<file path="src/verilog/cpu_types_pkg.sv">
// isa field widths, word and register index types, opcode and funct encodings
package cpu_types_pkg;

  // instruction field widths
  localparam int OP_W   = 6;
  localparam int REG_W  = 5;
  localparam int IMM_W  = 16;
  localparam int ADDR_W = 26;

  typedef logic [31:0] word_t;
  typedef logic [REG_W-1:0] regbits_t;

  // primary opcode, instr[31:26]
  typedef enum logic [OP_W-1:0] {
    RTYPE = 6'h00,
    J     = 6'h02,
    JAL   = 6'h03,
    BEQ   = 6'h04,
    BNE   = 6'h05,
    ADDIU = 6'h09,
    ANDI  = 6'h0c,
    ORI   = 6'h0d,
    LUI   = 6'h0f,
    LW    = 6'h23,
    SW    = 6'h2b,
    HALT  = 6'h3f
  } opcode_t;

  // r-type function field, instr[5:0]
  typedef enum logic [5:0] {
    SLL  = 6'h00,
    ADDU = 6'h21,
    SUBU = 6'h23,
    AND  = 6'h24,
    OR   = 6'h25,
    XOR  = 6'h26,
    SLT  = 6'h2a
  } funct_t;

endpackage

</file>
<file path="src/verilog/datapath_types_pkg.sv">
// alu operation encoding, reset pc and link register index
package datapath_types_pkg;

  // alu operations selected in decode
  typedef enum logic [2:0] {
    ALU_ADD = 3'd0,
    ALU_SUB = 3'd1,
    ALU_AND = 3'd2,
    ALU_OR  = 3'd3,
    ALU_XOR = 3'd4,
    ALU_SLT = 3'd5,
    ALU_SLL = 3'd6,
    ALU_LUI = 3'd7
  } aluop_t;

  // first fetch address out of reset
  localparam cpu_types_pkg::word_t PC_INIT = 32'h0000_0000;

  // jal writes its return address here
  localparam cpu_types_pkg::regbits_t LINK_REG = 5'd31;

endpackage

</file>
<file path="src/verilog/datapath.sv">
// pipeline top level with memory stage strobes, MEM/WB register, writeback and halt
module datapath (
  input  logic                 CLK,
  input  logic                 nRST,
  input  logic                 ihit,
  input  logic                 dhit,
  input  cpu_types_pkg::word_t imemload,
  input  cpu_types_pkg::word_t dmemload,
  output cpu_types_pkg::word_t imemaddr,
  output cpu_types_pkg::word_t dmemaddr,
  output cpu_types_pkg::word_t dmemstore,
  output logic                 dmemREN,
  output logic                 dmemWEN,
  output logic                 halt
);
  import cpu_types_pkg::*;
  import datapath_types_pkg::*;

  logic     mem_wait;
  logic     redirect;
  word_t    redirect_pc;
  logic     fd_valid;
  word_t    fd_pc;
  word_t    fd_instr;
  logic     de_valid;
  logic     de_regwr;
  logic     de_memrd;
  logic     de_memwr;
  logic     de_memtoreg;
  logic     de_alusrc;
  logic     de_branch;
  logic     de_bne;
  logic     de_jump;
  logic     de_link;
  logic     de_halt;
  aluop_t   de_aluop;
  regbits_t de_rs;
  regbits_t de_rt;
  regbits_t de_wsel;
  word_t    de_rdat1;
  word_t    de_rdat2;
  word_t    de_imm;
  word_t    de_pc;
  word_t    de_jaddr;
  word_t    opa;
  word_t    opb;
  logic     em_valid;
  logic     em_regwr;
  logic     em_memrd;
  logic     em_memwr;
  logic     em_memtoreg;
  logic     em_halt;
  regbits_t em_wsel;
  word_t    em_result;
  word_t    em_store;
  logic     mw_valid;
  logic     mw_regwr;
  logic     mw_memtoreg;
  logic     mw_halt;
  regbits_t mw_wsel;
  word_t    mw_result;
  word_t    mw_load;
  logic     wb_en;
  word_t    wb_data;

  fetch_stage FSTAGE (
    .CLK, .nRST, .ihit, .stall(mem_wait), .redirect, .imemload, .redirect_pc,
    .imemaddr, .fd_pc, .fd_instr, .fd_valid
  );

  decode_stage DSTAGE (
    .CLK, .nRST, .stall(mem_wait), .redirect, .fd_valid, .wb_en, .fd_pc, .fd_instr,
    .wb_data, .wb_sel(mw_wsel), .de_valid, .de_regwr, .de_memrd, .de_memwr,
    .de_memtoreg, .de_alusrc, .de_branch, .de_bne, .de_jump, .de_link, .de_halt,
    .de_aluop, .de_rs, .de_rt, .de_wsel, .de_rdat1, .de_rdat2, .de_imm, .de_pc,
    .de_jaddr
  );

  // only live entries may feed the bypass
  forwarding_unit FWD (
    .rs(de_rs), .rt(de_rt), .em_wsel, .mw_wsel, .em_regwr(em_valid & em_regwr),
    .mw_regwr(wb_en), .rdat1(de_rdat1), .rdat2(de_rdat2), .em_result,
    .mw_result(wb_data), .opa, .opb
  );

  exec_stage ESTAGE (
    .CLK, .nRST, .stall(mem_wait), .de_valid, .de_regwr, .de_memrd, .de_memwr,
    .de_memtoreg, .de_alusrc, .de_branch, .de_bne, .de_jump, .de_link, .de_halt,
    .de_aluop, .de_wsel, .de_imm, .de_pc, .de_jaddr, .opa, .opb, .redirect,
    .redirect_pc, .em_valid, .em_regwr, .em_memrd, .em_memwr, .em_memtoreg,
    .em_halt, .em_wsel, .em_result, .em_store
  );

  // memory stage, request held until dhit
  assign dmemREN   = em_valid & em_memrd;
  assign dmemWEN   = em_valid & em_memwr;
  assign dmemaddr  = em_result;
  assign dmemstore = em_store;
  assign mem_wait  = (dmemREN | dmemWEN) & ~dhit;

  // MEM/WB keeps its entry while the dcache is busy so bypass data stays put
  always_ff @(posedge CLK, negedge nRST)
  begin
    if (!nRST)
    begin
      mw_valid    <= 1'b0;
      mw_regwr    <= 1'b0;
      mw_memtoreg <= 1'b0;
      mw_halt     <= 1'b0;
    end
    else if (!mem_wait)
    begin
      mw_valid    <= em_valid;
      mw_regwr    <= em_regwr;
      mw_memtoreg <= em_memtoreg;
      mw_halt     <= em_halt;
    end
  end

  always_ff @(posedge CLK)
  begin
    if (!mem_wait)
    begin
      mw_wsel   <= em_wsel;
      mw_result <= em_result;
      mw_load   <= dmemload;
    end
  end

  // writeback select
  assign wb_en   = mw_valid & mw_regwr;
  assign wb_data = mw_memtoreg ? mw_load : mw_result;

  // halt latches one edge after HALT reaches MEM/WB
  always_ff @(posedge CLK, negedge nRST)
  begin
    if (!nRST)
      halt <= 1'b0;
    else if (mw_valid && mw_halt)
      halt <= 1'b1;
  end

endmodule

</file>
<file path="src/verilog/decode_stage.sv">
// control decode, register file with write through, halt squash and ID/EX register
module decode_stage (
  input  logic                          CLK,
  input  logic                          nRST,
  input  logic                          stall,
  input  logic                          redirect,
  input  logic                          fd_valid,
  input  logic                          wb_en,
  input  cpu_types_pkg::word_t          fd_pc,
  input  cpu_types_pkg::word_t          fd_instr,
  input  cpu_types_pkg::word_t          wb_data,
  input  cpu_types_pkg::regbits_t       wb_sel,
  output logic                          de_valid,
  output logic                          de_regwr,
  output logic                          de_memrd,
  output logic                          de_memwr,
  output logic                          de_memtoreg,
  output logic                          de_alusrc,
  output logic                          de_branch,
  output logic                          de_bne,
  output logic                          de_jump,
  output logic                          de_link,
  output logic                          de_halt,
  output datapath_types_pkg::aluop_t    de_aluop,
  output cpu_types_pkg::regbits_t       de_rs,
  output cpu_types_pkg::regbits_t       de_rt,
  output cpu_types_pkg::regbits_t       de_wsel,
  output cpu_types_pkg::word_t          de_rdat1,
  output cpu_types_pkg::word_t          de_rdat2,
  output cpu_types_pkg::word_t          de_imm,
  output cpu_types_pkg::word_t          de_pc,
  output cpu_types_pkg::word_t          de_jaddr
);
  import cpu_types_pkg::*;
  import datapath_types_pkg::*;

  word_t    regs [32];
  opcode_t  op;
  funct_t   fn;
  regbits_t rs;
  regbits_t rt;
  regbits_t rd;
  word_t    imm;
  word_t    rdat1;
  word_t    rdat2;
  word_t    pc_plus4;
  logic     regwr;
  logic     memrd;
  logic     memwr;
  logic     alusrc;
  logic     zext;
  logic     rtype;
  aluop_t   aluop;
  logic     halt_seen;

  assign op       = opcode_t'(fd_instr[31:26]);
  assign fn       = funct_t'(fd_instr[5:0]);
  assign rs       = fd_instr[25:21];
  assign rt       = fd_instr[20:16];
  assign rd       = fd_instr[15:11];
  assign pc_plus4 = fd_pc + 32'd4;

  always_comb
  begin
    regwr  = 1'b0;
    memrd  = 1'b0;
    memwr  = 1'b0;
    alusrc = 1'b1;
    zext   = 1'b0;
    rtype  = 1'b0;
    aluop  = ALU_ADD;
    case (op)
      RTYPE:
      begin
        rtype  = 1'b1;
        alusrc = 1'b0;
        regwr  = 1'b1;
        case (fn)
          SLL:     aluop = ALU_SLL;
          ADDU:    aluop = ALU_ADD;
          SUBU:    aluop = ALU_SUB;
          AND:     aluop = ALU_AND;
          OR:      aluop = ALU_OR;
          XOR:     aluop = ALU_XOR;
          SLT:     aluop = ALU_SLT;
          default: regwr = 1'b0;
        endcase
      end
      ADDIU:   regwr = 1'b1;
      ANDI:
      begin
        regwr = 1'b1;
        zext  = 1'b1;
        aluop = ALU_AND;
      end
      ORI:
      begin
        regwr = 1'b1;
        zext  = 1'b1;
        aluop = ALU_OR;
      end
      LUI:
      begin
        regwr = 1'b1;
        zext  = 1'b1;
        aluop = ALU_LUI;
      end
      LW:
      begin
        regwr = 1'b1;
        memrd = 1'b1;
      end
      SW:      memwr  = 1'b1;
      // compare rs against rt, not the immediate
      BEQ:     alusrc = 1'b0;
      BNE:     alusrc = 1'b0;
      default: alusrc = 1'b1;
    endcase
  end

  // shamt rides in the immediate slot for r-type
  always_comb
  begin
    if (rtype)
      imm = word_t'(fd_instr[10:6]);
    else if (zext)
      imm = word_t'(fd_instr[IMM_W-1:0]);
    else
      imm = {{(32-IMM_W){fd_instr[IMM_W-1]}}, fd_instr[IMM_W-1:0]};
  end

  // register file reads, r0 hardwired, writeback forwarded same cycle
  always_comb
  begin
    rdat1 = regs[rs];
    rdat2 = regs[rt];
    if (wb_en && wb_sel == rs)
      rdat1 = wb_data;
    if (wb_en && wb_sel == rt)
      rdat2 = wb_data;
    if (rs == '0)
      rdat1 = '0;
    if (rt == '0)
      rdat2 = '0;
  end

  always_ff @(posedge CLK, negedge nRST)
  begin
    if (!nRST)
      regs <= '{default: '0};
    else if (wb_en && wb_sel != '0)
      regs[wb_sel] <= wb_data;
  end

  // once halt is accepted nothing younger enters execute
  always_ff @(posedge CLK, negedge nRST)
  begin
    if (!nRST)
      halt_seen <= 1'b0;
    else if (!stall && !redirect && fd_valid && op == HALT)
      halt_seen <= 1'b1;
  end

  always_ff @(posedge CLK, negedge nRST)
  begin
    if (!nRST)
    begin
      de_valid    <= 1'b0;
      de_regwr    <= 1'b0;
      de_memrd    <= 1'b0;
      de_memwr    <= 1'b0;
      de_memtoreg <= 1'b0;
      de_alusrc   <= 1'b0;
      de_branch   <= 1'b0;
      de_bne      <= 1'b0;
      de_jump     <= 1'b0;
      de_link     <= 1'b0;
      de_halt     <= 1'b0;
      de_aluop    <= ALU_ADD;
    end
    else if (!stall)
    begin
      de_valid    <= fd_valid & ~redirect & ~halt_seen;
      de_regwr    <= regwr | (op == JAL);
      de_memrd    <= memrd;
      de_memwr    <= memwr;
      de_memtoreg <= memrd;
      de_alusrc   <= alusrc;
      de_branch   <= (op == BEQ) | (op == BNE);
      de_bne      <= (op == BNE);
      de_jump     <= (op == J) | (op == JAL);
      de_link     <= (op == JAL);
      de_halt     <= (op == HALT);
      de_aluop    <= aluop;
    end
  end

  always_ff @(posedge CLK)
  begin
    if (!stall)
    begin
      de_rs    <= rs;
      de_rt    <= rt;
      de_wsel  <= rtype ? rd : rt;
      de_rdat1 <= rdat1;
      de_rdat2 <= rdat2;
      de_imm   <= imm;
      de_pc    <= fd_pc;
      // region of pc+4 joined with the word index
      de_jaddr <= {pc_plus4[31:28], fd_instr[ADDR_W-1:0], 2'b00};
    end
  end

endmodule

</file>
<file path="src/verilog/exec_stage.sv">
// alu, branch and jump resolution, and the EX/MEM register
module exec_stage (
  input  logic                       CLK,
  input  logic                       nRST,
  input  logic                       stall,
  input  logic                       de_valid,
  input  logic                       de_regwr,
  input  logic                       de_memrd,
  input  logic                       de_memwr,
  input  logic                       de_memtoreg,
  input  logic                       de_alusrc,
  input  logic                       de_branch,
  input  logic                       de_bne,
  input  logic                       de_jump,
  input  logic                       de_link,
  input  logic                       de_halt,
  input  datapath_types_pkg::aluop_t de_aluop,
  input  cpu_types_pkg::regbits_t    de_wsel,
  input  cpu_types_pkg::word_t       de_imm,
  input  cpu_types_pkg::word_t       de_pc,
  input  cpu_types_pkg::word_t       de_jaddr,
  input  cpu_types_pkg::word_t       opa,
  input  cpu_types_pkg::word_t       opb,
  output logic                       redirect,
  output cpu_types_pkg::word_t       redirect_pc,
  output logic                       em_valid,
  output logic                       em_regwr,
  output logic                       em_memrd,
  output logic                       em_memwr,
  output logic                       em_memtoreg,
  output logic                       em_halt,
  output cpu_types_pkg::regbits_t    em_wsel,
  output cpu_types_pkg::word_t       em_result,
  output cpu_types_pkg::word_t       em_store
);
  import cpu_types_pkg::*;
  import datapath_types_pkg::*;

  word_t alu_b;
  word_t alu_out;
  word_t pc_plus4;
  logic  taken;

  assign alu_b    = de_alusrc ? de_imm : opb;
  assign pc_plus4 = de_pc + 32'd4;

  always_comb
  begin
    case (de_aluop)
      ALU_ADD: alu_out = opa + alu_b;
      ALU_SUB: alu_out = opa - alu_b;
      ALU_AND: alu_out = opa & alu_b;
      ALU_OR:  alu_out = opa | alu_b;
      ALU_XOR: alu_out = opa ^ alu_b;
      ALU_SLT: alu_out = word_t'($signed(opa) < $signed(alu_b));
      // shift amount comes from the immediate slot
      ALU_SLL: alu_out = alu_b << de_imm[4:0];
      ALU_LUI: alu_out = {alu_b[IMM_W-1:0], {IMM_W{1'b0}}};
      default: alu_out = opa + alu_b;
    endcase
  end

  // beq takes on equal, bne on not equal
  assign taken       = de_jump | (de_branch & ((opa == opb) ^ de_bne));
  assign redirect    = de_valid & taken;
  assign redirect_pc = de_jump ? de_jaddr : pc_plus4 + {de_imm[29:0], 2'b00};

  always_ff @(posedge CLK, negedge nRST)
  begin
    if (!nRST)
    begin
      em_valid    <= 1'b0;
      em_regwr    <= 1'b0;
      em_memrd    <= 1'b0;
      em_memwr    <= 1'b0;
      em_memtoreg <= 1'b0;
      em_halt     <= 1'b0;
    end
    else if (!stall)
    begin
      em_valid    <= de_valid;
      em_regwr    <= de_regwr;
      em_memrd    <= de_memrd;
      em_memwr    <= de_memwr;
      em_memtoreg <= de_memtoreg;
      em_halt     <= de_halt;
    end
  end

  always_ff @(posedge CLK)
  begin
    if (!stall)
    begin
      em_wsel   <= de_link ? LINK_REG : de_wsel;
      // jal writes its return address
      em_result <= de_link ? pc_plus4 : alu_out;
      em_store  <= opb;
    end
  end

endmodule

</file>
<file path="src/verilog/fetch_stage.sv">
// program counter, next pc selection and the IF/ID pipeline register
module fetch_stage (
  input  logic                 CLK,
  input  logic                 nRST,
  input  logic                 ihit,
  input  logic                 stall,
  input  logic                 redirect,
  input  cpu_types_pkg::word_t imemload,
  input  cpu_types_pkg::word_t redirect_pc,
  output cpu_types_pkg::word_t imemaddr,
  output cpu_types_pkg::word_t fd_pc,
  output cpu_types_pkg::word_t fd_instr,
  output logic                 fd_valid
);
  import cpu_types_pkg::*;
  import datapath_types_pkg::*;

  word_t pc;
  word_t pc_next;

  assign imemaddr = pc;

  // data stall freezes pc, taken branch wins over sequential fetch
  always_comb
  begin
    pc_next = pc;
    if (stall)
      pc_next = pc;
    else if (redirect)
      pc_next = redirect_pc;
    else if (ihit)
      pc_next = pc + 32'd4;
  end

  always_ff @(posedge CLK, negedge nRST)
  begin
    if (!nRST)
    begin
      pc       <= PC_INIT;
      fd_valid <= 1'b0;
    end
    else
    begin
      pc <= pc_next;
      // bubble on icache miss or on a squashed slot
      if (!stall)
        fd_valid <= ihit & ~redirect;
    end
  end

  always_ff @(posedge CLK)
  begin
    if (!stall)
    begin
      fd_pc    <= pc;
      fd_instr <= imemload;
    end
  end

endmodule

</file>
<file path="src/verilog/forwarding_unit.sv">
// operand bypass from EX/MEM and MEM/WB into execute
module forwarding_unit (
  input  cpu_types_pkg::regbits_t rs,
  input  cpu_types_pkg::regbits_t rt,
  input  cpu_types_pkg::regbits_t em_wsel,
  input  cpu_types_pkg::regbits_t mw_wsel,
  input  logic                    em_regwr,
  input  logic                    mw_regwr,
  input  cpu_types_pkg::word_t    rdat1,
  input  cpu_types_pkg::word_t    rdat2,
  input  cpu_types_pkg::word_t    em_result,
  input  cpu_types_pkg::word_t    mw_result,
  output cpu_types_pkg::word_t    opa,
  output cpu_types_pkg::word_t    opb
);

  logic em_ok;
  logic mw_ok;

  // r0 writes never forward
  assign em_ok = em_regwr && em_wsel != '0;
  assign mw_ok = mw_regwr && mw_wsel != '0;

  // youngest producer first
  always_comb
  begin
    opa = rdat1;
    if (em_ok && em_wsel == rs)
      opa = em_result;
    else if (mw_ok && mw_wsel == rs)
      opa = mw_result;

    opb = rdat2;
    if (em_ok && em_wsel == rt)
      opb = em_result;
    else if (mw_ok && mw_wsel == rt)
      opb = mw_result;
  end

endmodule
</file>
<file path="config.mk">
export PLATFORM = sky130hd
export DESIGN_NAME = datapath
export DESIGN_NICKNAME = d
export VERILOG_FILES = /design/src/verilog/cpu_types_pkg.sv /design/src/verilog/datapath_types_pkg.sv /design/src/verilog/datapath.sv /design/src/verilog/decode_stage.sv /design/src/verilog/exec_stage.sv /design/src/verilog/fetch_stage.sv /design/src/verilog/forwarding_unit.sv
export SDC_FILE = /design/constraint.sdc
export NUM_CORES = 2
export LEC_CHECK = 0
export ABC_CLOCK_PERIOD_IN_PS = 12710
export BUFFER_PORTS_ARGS = -buffer_cell sky130_fd_sc_hd__buf_2
export CORE_AREA = 4 4 282 491
export CTS_BUF_LIST = sky130_fd_sc_hd__clkbuf_4 sky130_fd_sc_hd__clkbuf_8
export DETAILED_ROUTE_END_ITERATION = 16
export DIE_AREA = 0 0 286 495
export PLACE_DENSITY = 0.83
export SYNTH_ARGS = -nofsm -noshare
export SYNTH_HDL_FRONTEND = slang
export SYNTH_SLANG_ARGS = --single-unit
</file>
<file path="constraint.sdc">
create_clock -name CLK -period 12.71 [get_ports CLK]
set_input_delay 0.6355 -clock CLK [delete_from_list [all_inputs] [get_ports CLK]]
set_output_delay 0.6355 -clock CLK [all_outputs]
set_load 0.05 [all_outputs]
</file>
[After elaboration in Yosys (flattened, before gate mapping)]
Index checks and enable logic that the tools add are counted.
Storage, ports and cells
  output and inout port bits: 99
  register bits: 1441
  word-level logic and storage cells: 205
Cells by class
  reductions and logical operators: 29
  equal/unequal tests: 31
  $lt $le $gt $ge: 5
  multiplexer cells: 33
  add/subtract/negate cells: 6
  bitwise logic cells: 26
  shift-type cells: 1
Operators by type and width (count)
  bitwise mux 1024 bit: 1
  two-way mux 32 bit: 17
  binary-select mux 32 bit (select 5 bit): 2
  one-hot mux 32 bit (8 select lines): 1
  demux 32 bit (select 5 bit): 1
  adder 32 x 3 -> 32 bit, second input constant: 3
  adder 32 bit: 2
  == test 6 bit, second input constant: 9
  bitwise AND 32 bit: 1
  == test 32 bit: 1
  less-than comparator 32 bit: 1
  bitwise OR 32 bit: 1
  left shift 32 x 5 -> 32 bit: 1
  subtractor 32 bit: 1
  XOR 32 bit: 1
  == test 5 bit: 6
  == test 6 x 4 -> 1 bit, second input constant: 4
  greater-or-equal comparator 6 bit, second input constant: 3
  NOT 5 -> 6 bit: 3
  one-hot mux 3 bit (6 select lines): 1
  logical AND 1 bit: 13
  == test 3 bit, second input constant: 4
  == test 6 x 2 -> 1 bit, second input constant: 2
  == test 6 x 3 -> 1 bit, second input constant: 2
  22 further kinds: 50

[Depth between registers and ports, before layout]
  word-level depth: 14
  mapped depth: 24
  depth with buffers taken out: 21

[Cells and area by module]
A second synthesis with hierarchy kept.
Unflattened totals
  cell total of the unflattened synthesis: 6512
  area total of the unflattened synthesis: 81664.6 um^2
Modules (own cells, without submodules)
  decode_stage: sequential area each 30419.2 um^2, area each 60244.0 um^2, times used 1, cells each 4101
  exec_stage: sequential area each 2222.1 um^2, area each 12479.5 um^2, times used 1, cells each 1621
  fetch_stage: sequential area each 2747.6 um^2, area each 4001.3 um^2, times used 1, cells each 312
  datapath: sequential area each 2197.1 um^2, area each 2695.1 um^2, times used 1, cells each 123
  forwarding_unit: sequential area each 0.0 um^2, area each 2244.7 um^2, times used 1, cells each 355

[Least setup slack after synthesis]
No wires, ideal clock.
  path kind: reg-to-reg
  start point: register ESTAGE.em_valid
  end point: register DSTAGE.de_jump
  path slack: 0.828 ns
  clock period less this slack: 11.882 ns
  cell stages (with the launch flop): 8
  setup time: 0.581 ns
  arrival time: 11.301 ns
  path through: dfrtp_1 and2_1 nor2_1 nor2_1 inv_1 buf_1 buf_1 o21ai_0
On the way
  longest elaborated chain between the ends: 3
Ends and longest elaborated chain
  start, declared: RTL line exec_stage.sv:26  | output logic em_valid,
  start signal, assigned: RTL line exec_stage.sv:81  | em_valid <= de_valid;
  bitwise AND 1 bit: RTL line datapath.sv:95  | assign dmemREN = em_valid & em_memrd;
  net dmemREN: RTL line datapath.sv:12  | output logic dmemREN,
  bitwise OR 1 bit: RTL line datapath.sv:99  | assign mem_wait = (dmemREN | dmemWEN) & ~dhit;
  bitwise AND 1 bit: RTL line datapath.sv:99
  end signal, assigned: RTL line decode_stage.sv:191  | de_jump <= (op == J) | (op == JAL);
  end, declared: RTL line decode_stage.sv:21  | output logic de_jump,
The timed path passes the listed nets, and every way through them passes these cells.
A chain may end at the register's enable or synchronous reset.

[Final worst setup path]
  start point: register mw_memtoreg
  end point: register ESTAGE.em_result[26] (data pin)
On the way
  longest elaborated chain between the ends: 7
Ends and longest elaborated chain
  start, declared: RTL line datapath.sv:58  | logic mw_memtoreg;
  start signal, assigned: RTL line datapath.sv:115  | mw_memtoreg <= em_memtoreg;
  two-way mux 32 bit *: RTL line datapath.sv:132  | assign wb_data = mw_memtoreg ? mw_load : mw_result;
  two-way mux 32 bit *: RTL line forwarding_unit.sv:36  | else if (mw_ok && mw_wsel == rt)
  two-way mux 32 bit *: RTL line forwarding_unit.sv:34  | if (em_ok && em_wsel == rt)
  net ESTAGE.opb[2]: RTL line exec_stage.sv:23  | input cpu_types_pkg::word_t opb,
  two-way mux 32 bit *: RTL line exec_stage.sv:44  | assign alu_b = de_alusrc ? de_imm : opb;
  subtractor 32 bit, or another cell as far along: RTL line exec_stage.sv:51  | ALU_SUB: alu_out = opa - alu_b;
  one-hot mux 32 bit (8 select lines) *: RTL line exec_stage.sv:49  | case (de_aluop)
  two-way mux 32 bit *: RTL line exec_stage.sv:96  | em_result <= de_link ? pc_plus4 : alu_out;
  end signal, assigned: RTL line exec_stage.sv:96
  end, declared: RTL line exec_stage.sv:33  | output cpu_types_pkg::word_t em_result,
The timed path passes the listed nets; every way through them passes the cells marked *.

==> summary.md <==
| Metric | Value |
|---|---|
| Reg-to-Reg End | `ESTAGE.em_result[26]` |
| TNS Setup | `0 ns` |
| CTS buffer count | `200` |
| EDFF count, synth | `350` |
| Initial antenna violation count | `12` |
| Worst hold path stage count | `3` |
| Core area | `135000 µm²` |
| Multi-input logic area | `39900 µm²` |
| CP max stage delay | `0.98 ns` |
| Post-layout util | `0.652` |
| Final Hold Fails | `0` |
| FF+latch area | `37600 µm²` |
| Worst r2r path cells | `19` |
| Worst Setup End Kind | `flip-flop` |
| Placer's final routability congestion estimate | `1.04` |
| CTS H-tree lvls | `4` |
| Hold Crit Class | `in2reg` |
| Syn_nets | `7739` |
| Yosys top cell area share | `0.337` |
| Syn. warnings | `0` |
| Vias in the first global route | `68.2k` |
| Drt total wl | `302000 µm` |
| Synthesized area per cell | `10.6 µm²` |
| Synth async-reset ratio | `0.755` |
| Io pins | `167` |
| Gr usage total | `0.425` |
| CP cell instances | `buf_4, mux2i_4, and3_1, o31ai_4, mux2i_2, inv_1, ha_1, inv_1, a21oi_1, o311a_1, nor3_1, o21ai_0, o221ai_1, a311oi_1, o21ai_0, a21oi_1, o21ai_0, a21o_1, o21ai_1` |
| Setup Fix Bufs, Post-CTS | `0` |
| Clock network fraction of total power | `0.297` |
| Arr. time, crit path | `8.54 ns` |
| CTS tree | `built` |
| Final total power | `13900 µW` |
| Max VDD drop | `0.119 mV` |
| Worst reg-to-reg setup slack | `4.97 ns` |
| Max Cap Viol | `1` |
| Largest net degree at the start of global routing | `191` |
| Global-route wire length before repair | `441000 µm` |
| DR vias/cell | `7.11` |
| Crit path time final | `7.74 ns` |
| Post-route insts no fill | `9422` |
| Slowest-stage cell, CP | `mux2i_4` |
| Share of layout cells above drive strength 1 | `0.194` |
| Post-DP HPWL | `195000 µm` |
| Crit Path Category | `reg2reg` |
| Vias after detailed routing | `67.0k` |
| Post-cts resize count | `0` |
| Top_reg_cell synth | `dfrtp_1` |
| Die height | `495 µm` |
| CTS clk-pin slew, worst paths | `0.08 ns` |
| RSZ-0062 raised after global routing | `false` |
| Largest cells by area after synthesis | `dfrtp_1, mux4_2, edfxtp_1` |
| Setup slack after layout | `4.97 ns` |
| Clk_skew | `0.0570 ns` |
| Worst Setup EP | `ESTAGE.em_result[26]` |
| Die Span X | `286 µm` |
| Clock Path Buffers | `3` |
| Final Net Count | `7643` |
| Crit path launch | `mw_memtoreg` |
| Yosys cell types | `100` |
| Drt wl/cell | `32.1 µm` |
| Failing checks | `capacitance limit` |
| Pwr dens | `159 nW/µm²` |
| Count of buffers from port buffering | `166` |
| Data required, critical path | `13.51 ns` |
| Worst-Skew Late Latency | `0.95 ns` |
| Sw Pwr | `5010 µW` |
| Dpl cells | `8977` |
| Final worst path period share | `0.609` |
| Sw frac | `0.360` |
| Starting density of the core | `0.596` |
| GRT Residual Overflow | `0` |
| CTS root buffer | `clkbuf_8` |
| Register area share after synthesis | `0.468` |
| Iter 0 DRT Violations | `7994` |
| Area Growth Syn to Fin | `9.42%` |
| DRT Pass-1 Iters | `9` |
| Die Area | `142000 µm²` |
| Most Frequent Cell on Critical Path | `o21ai_0` |
| Mapped cell area | `80200 µm²` |
| Fillers | `10.0k` |
| Max frequency | `129 MHz` |
| CP startpoint kind | `flip-flop` |
| Combinational power share | `0.271` |
| Place WS | `5.08 ns` |
| Sequential share of power | `0.433` |
| CTS Sinks | `1431` |
| # DRC | `0` |
| Reg2reg start | `mw_memtoreg` |
| Pins over their slew limit | `0` |
| Slew @ Worst Pin | `1.50 ns` |
| Antenna Violating Nets Remaining | `0` |
| Internal power | `8930 µW` |
| Crit Path Max Fanout | `35` |
| Status | `complete, but fails checks` |
| Biggest area consumer among synthesized cells | `dfrtp_1` |
| Core Rows | `178` |
| P_leak | `0.0372 µW` |
| Setup violators final | `0` |
| Rel. slew slack | `0.000770` |
| Syn Inst Count | `7541` |
| #FFs+latches synth | `1431` |
## critical path: cells and delay by family (launching register included)
family | cells | cell delay (ns)
AO/OA/AOI/OAI | 11 | 3.42
multiplexers | 2 | 1.53
buffers and inverters | 3 | 0.97
flip-flops | 1 | 0.75
AND/OR/NAND/NOR | 2 | 0.46
adder cells (fa/ha/maj) | 1 | 0.41
## cell type report
cell class	count	share of cell area
inverters	133	0.00577
multi-input cells	5271	0.455
clock buffers	297	0.0421
clock inverters	72	0.00988
repair buffers	408	0.0338
well taps	1800	0.0257
diodes	10	0.000285
flip-flops and latches	1431	0.428
## metrics by stage
stage	hold WS, ns	instance area [µm²]
floorplan	0.340	80200
global placement	0.377	82500
detailed placement	0.385	82500
CTS	0.0473	87700
global route	0.0836	87700
finish	0.111	87800
## cell usage in the layout (no fill, tap or decap), types with 65 or more instances in the layout
| cell type | count |
|---|---|
| nor2_1 | 1138 |
| a21oi_1 | 1134 |
| dfrtp_1 | 1079 |
| mux4_2 | 477 |
| nand2_1 | 379 |
| edfxtp_1 | 350 |
| o21ai_0 | 315 |
| mux2i_1 | 258 |
| clkbuf_8 | 234 |
| buf_2 | 165 |
| buf_4 | 165 |
| inv_1 | 129 |
| ha_1 | 127 |
| mux2_2 | 102 |
| xnor2_1 | 95 |
| nor3_1 | 81 |
| o22ai_1 | 79 |
| nand3_1 | 76 |
| a221oi_1 | 74 |
| a211oi_1 | 73 |
| nand4_1 | 69 |
| dlygate4sd3_1 | 65 |
## cell families (layout without fill, tap and decap cells)
| kind of cell | count (synthesis) | in the layout | share of synthesized area |
|---|---|---|---|
| and+or+nand+nor | 2014 | 2014 | 0.108 |
| other | 0 | 10 | 0 |
| xor gates and xnor gates | 155 | 155 | 0.0169 |
| muxes | 882 | 882 | 0.187 |
| DFF | 1431 | 1431 | 0.468 |
| buffers and inverters | 839 | 910 | 0.0422 |
| adders and majority gates | 131 | 131 | 0.0207 |
| AOI/OAI and AO/OA | 2089 | 2089 | 0.157 |
## power by group through the flow
stage          registers, µW  logic, µW  clock network (µW)
2_1_floorplan           6100       2210                   0
3_3_place_gp            6030       3580                   0
3_5_place_dp            6090       3640                   0
4_1_cts                 6000       3680                4130
5_1_grt                 6080       3970                4330
6_report                6030       3780                4130
## cell usage after synthesis, types with 31 or more instances
library cell	n
o221ai_1	58
ha_1	127
inv_1	130
xnor2_1	95
nand3_1	78
o211ai_1	42
clkbuf_1	557
and3_1	36
edfxtp_1	350
mux2i_1	290
a221o_1	40
mux2_2	102
nand2_1	386
dfrtp_1	1081
buf_1	85
a211oi_1	74
nand2b_1	44
a221oi_1	75
xor2_1	60
nor2_1	1164
o21ai_0	316
nor3_1	86
a21oi_1	1134
o22ai_1	79
a21o_1	31
buf_2	31
mux4_2	477
nand4_1	69
## worst min-delay path by stage
stage                       from                 end  slack (ns)
2_1_floorplan               nRST  DSTAGE.de_aluop[0]        0.34
3_3_place_gp    DSTAGE.regs[997]    DSTAGE.regs[997]        0.38
3_5_place_dp   DSTAGE.regs[1013]   DSTAGE.regs[1013]        0.38
4_1_cts                     ihit  FSTAGE.imemaddr[3]        0.05
5_1_grt                     ihit  FSTAGE.imemaddr[2]        0.08
6_report                    ihit  FSTAGE.imemaddr[3]        0.11
## timing repair
item	CTS	global route
setup endpoints to repair	0	0
hold endpoints to repair	195	0
hold buffers	65	0
## state kept, by name (all words and copies together), names as in the netlist, 22 cells and up
| register | count |
|---|---|
| mw_result | 32 |
| DSTAGE.regs | 1024 |
| FSTAGE.fd_instr | 32 |
| DSTAGE.de_jaddr | 22 |
| DSTAGE.de_rdat1 | 32 |
| FSTAGE.fd_pc | 32 |
| DSTAGE.de_pc | 32 |
| ESTAGE.em_store | 32 |
| DSTAGE.de_rdat2 | 32 |
| FSTAGE.imemaddr | 32 |
| ESTAGE.em_result | 32 |
| mw_load | 32 |
## metal layers
metal  vias up  wire (µm)  track usage  part of all wire
met5         -         31            0           0.00010
met4         4      36800        0.399              0.12
met3      1790      34300        0.111              0.11
met2      5105     139000        0.669              0.46
met1     32505      92100        0.468              0.30
li1      27581          -            -                 -
No activity file was read; power rests on OpenSTA's default activity.
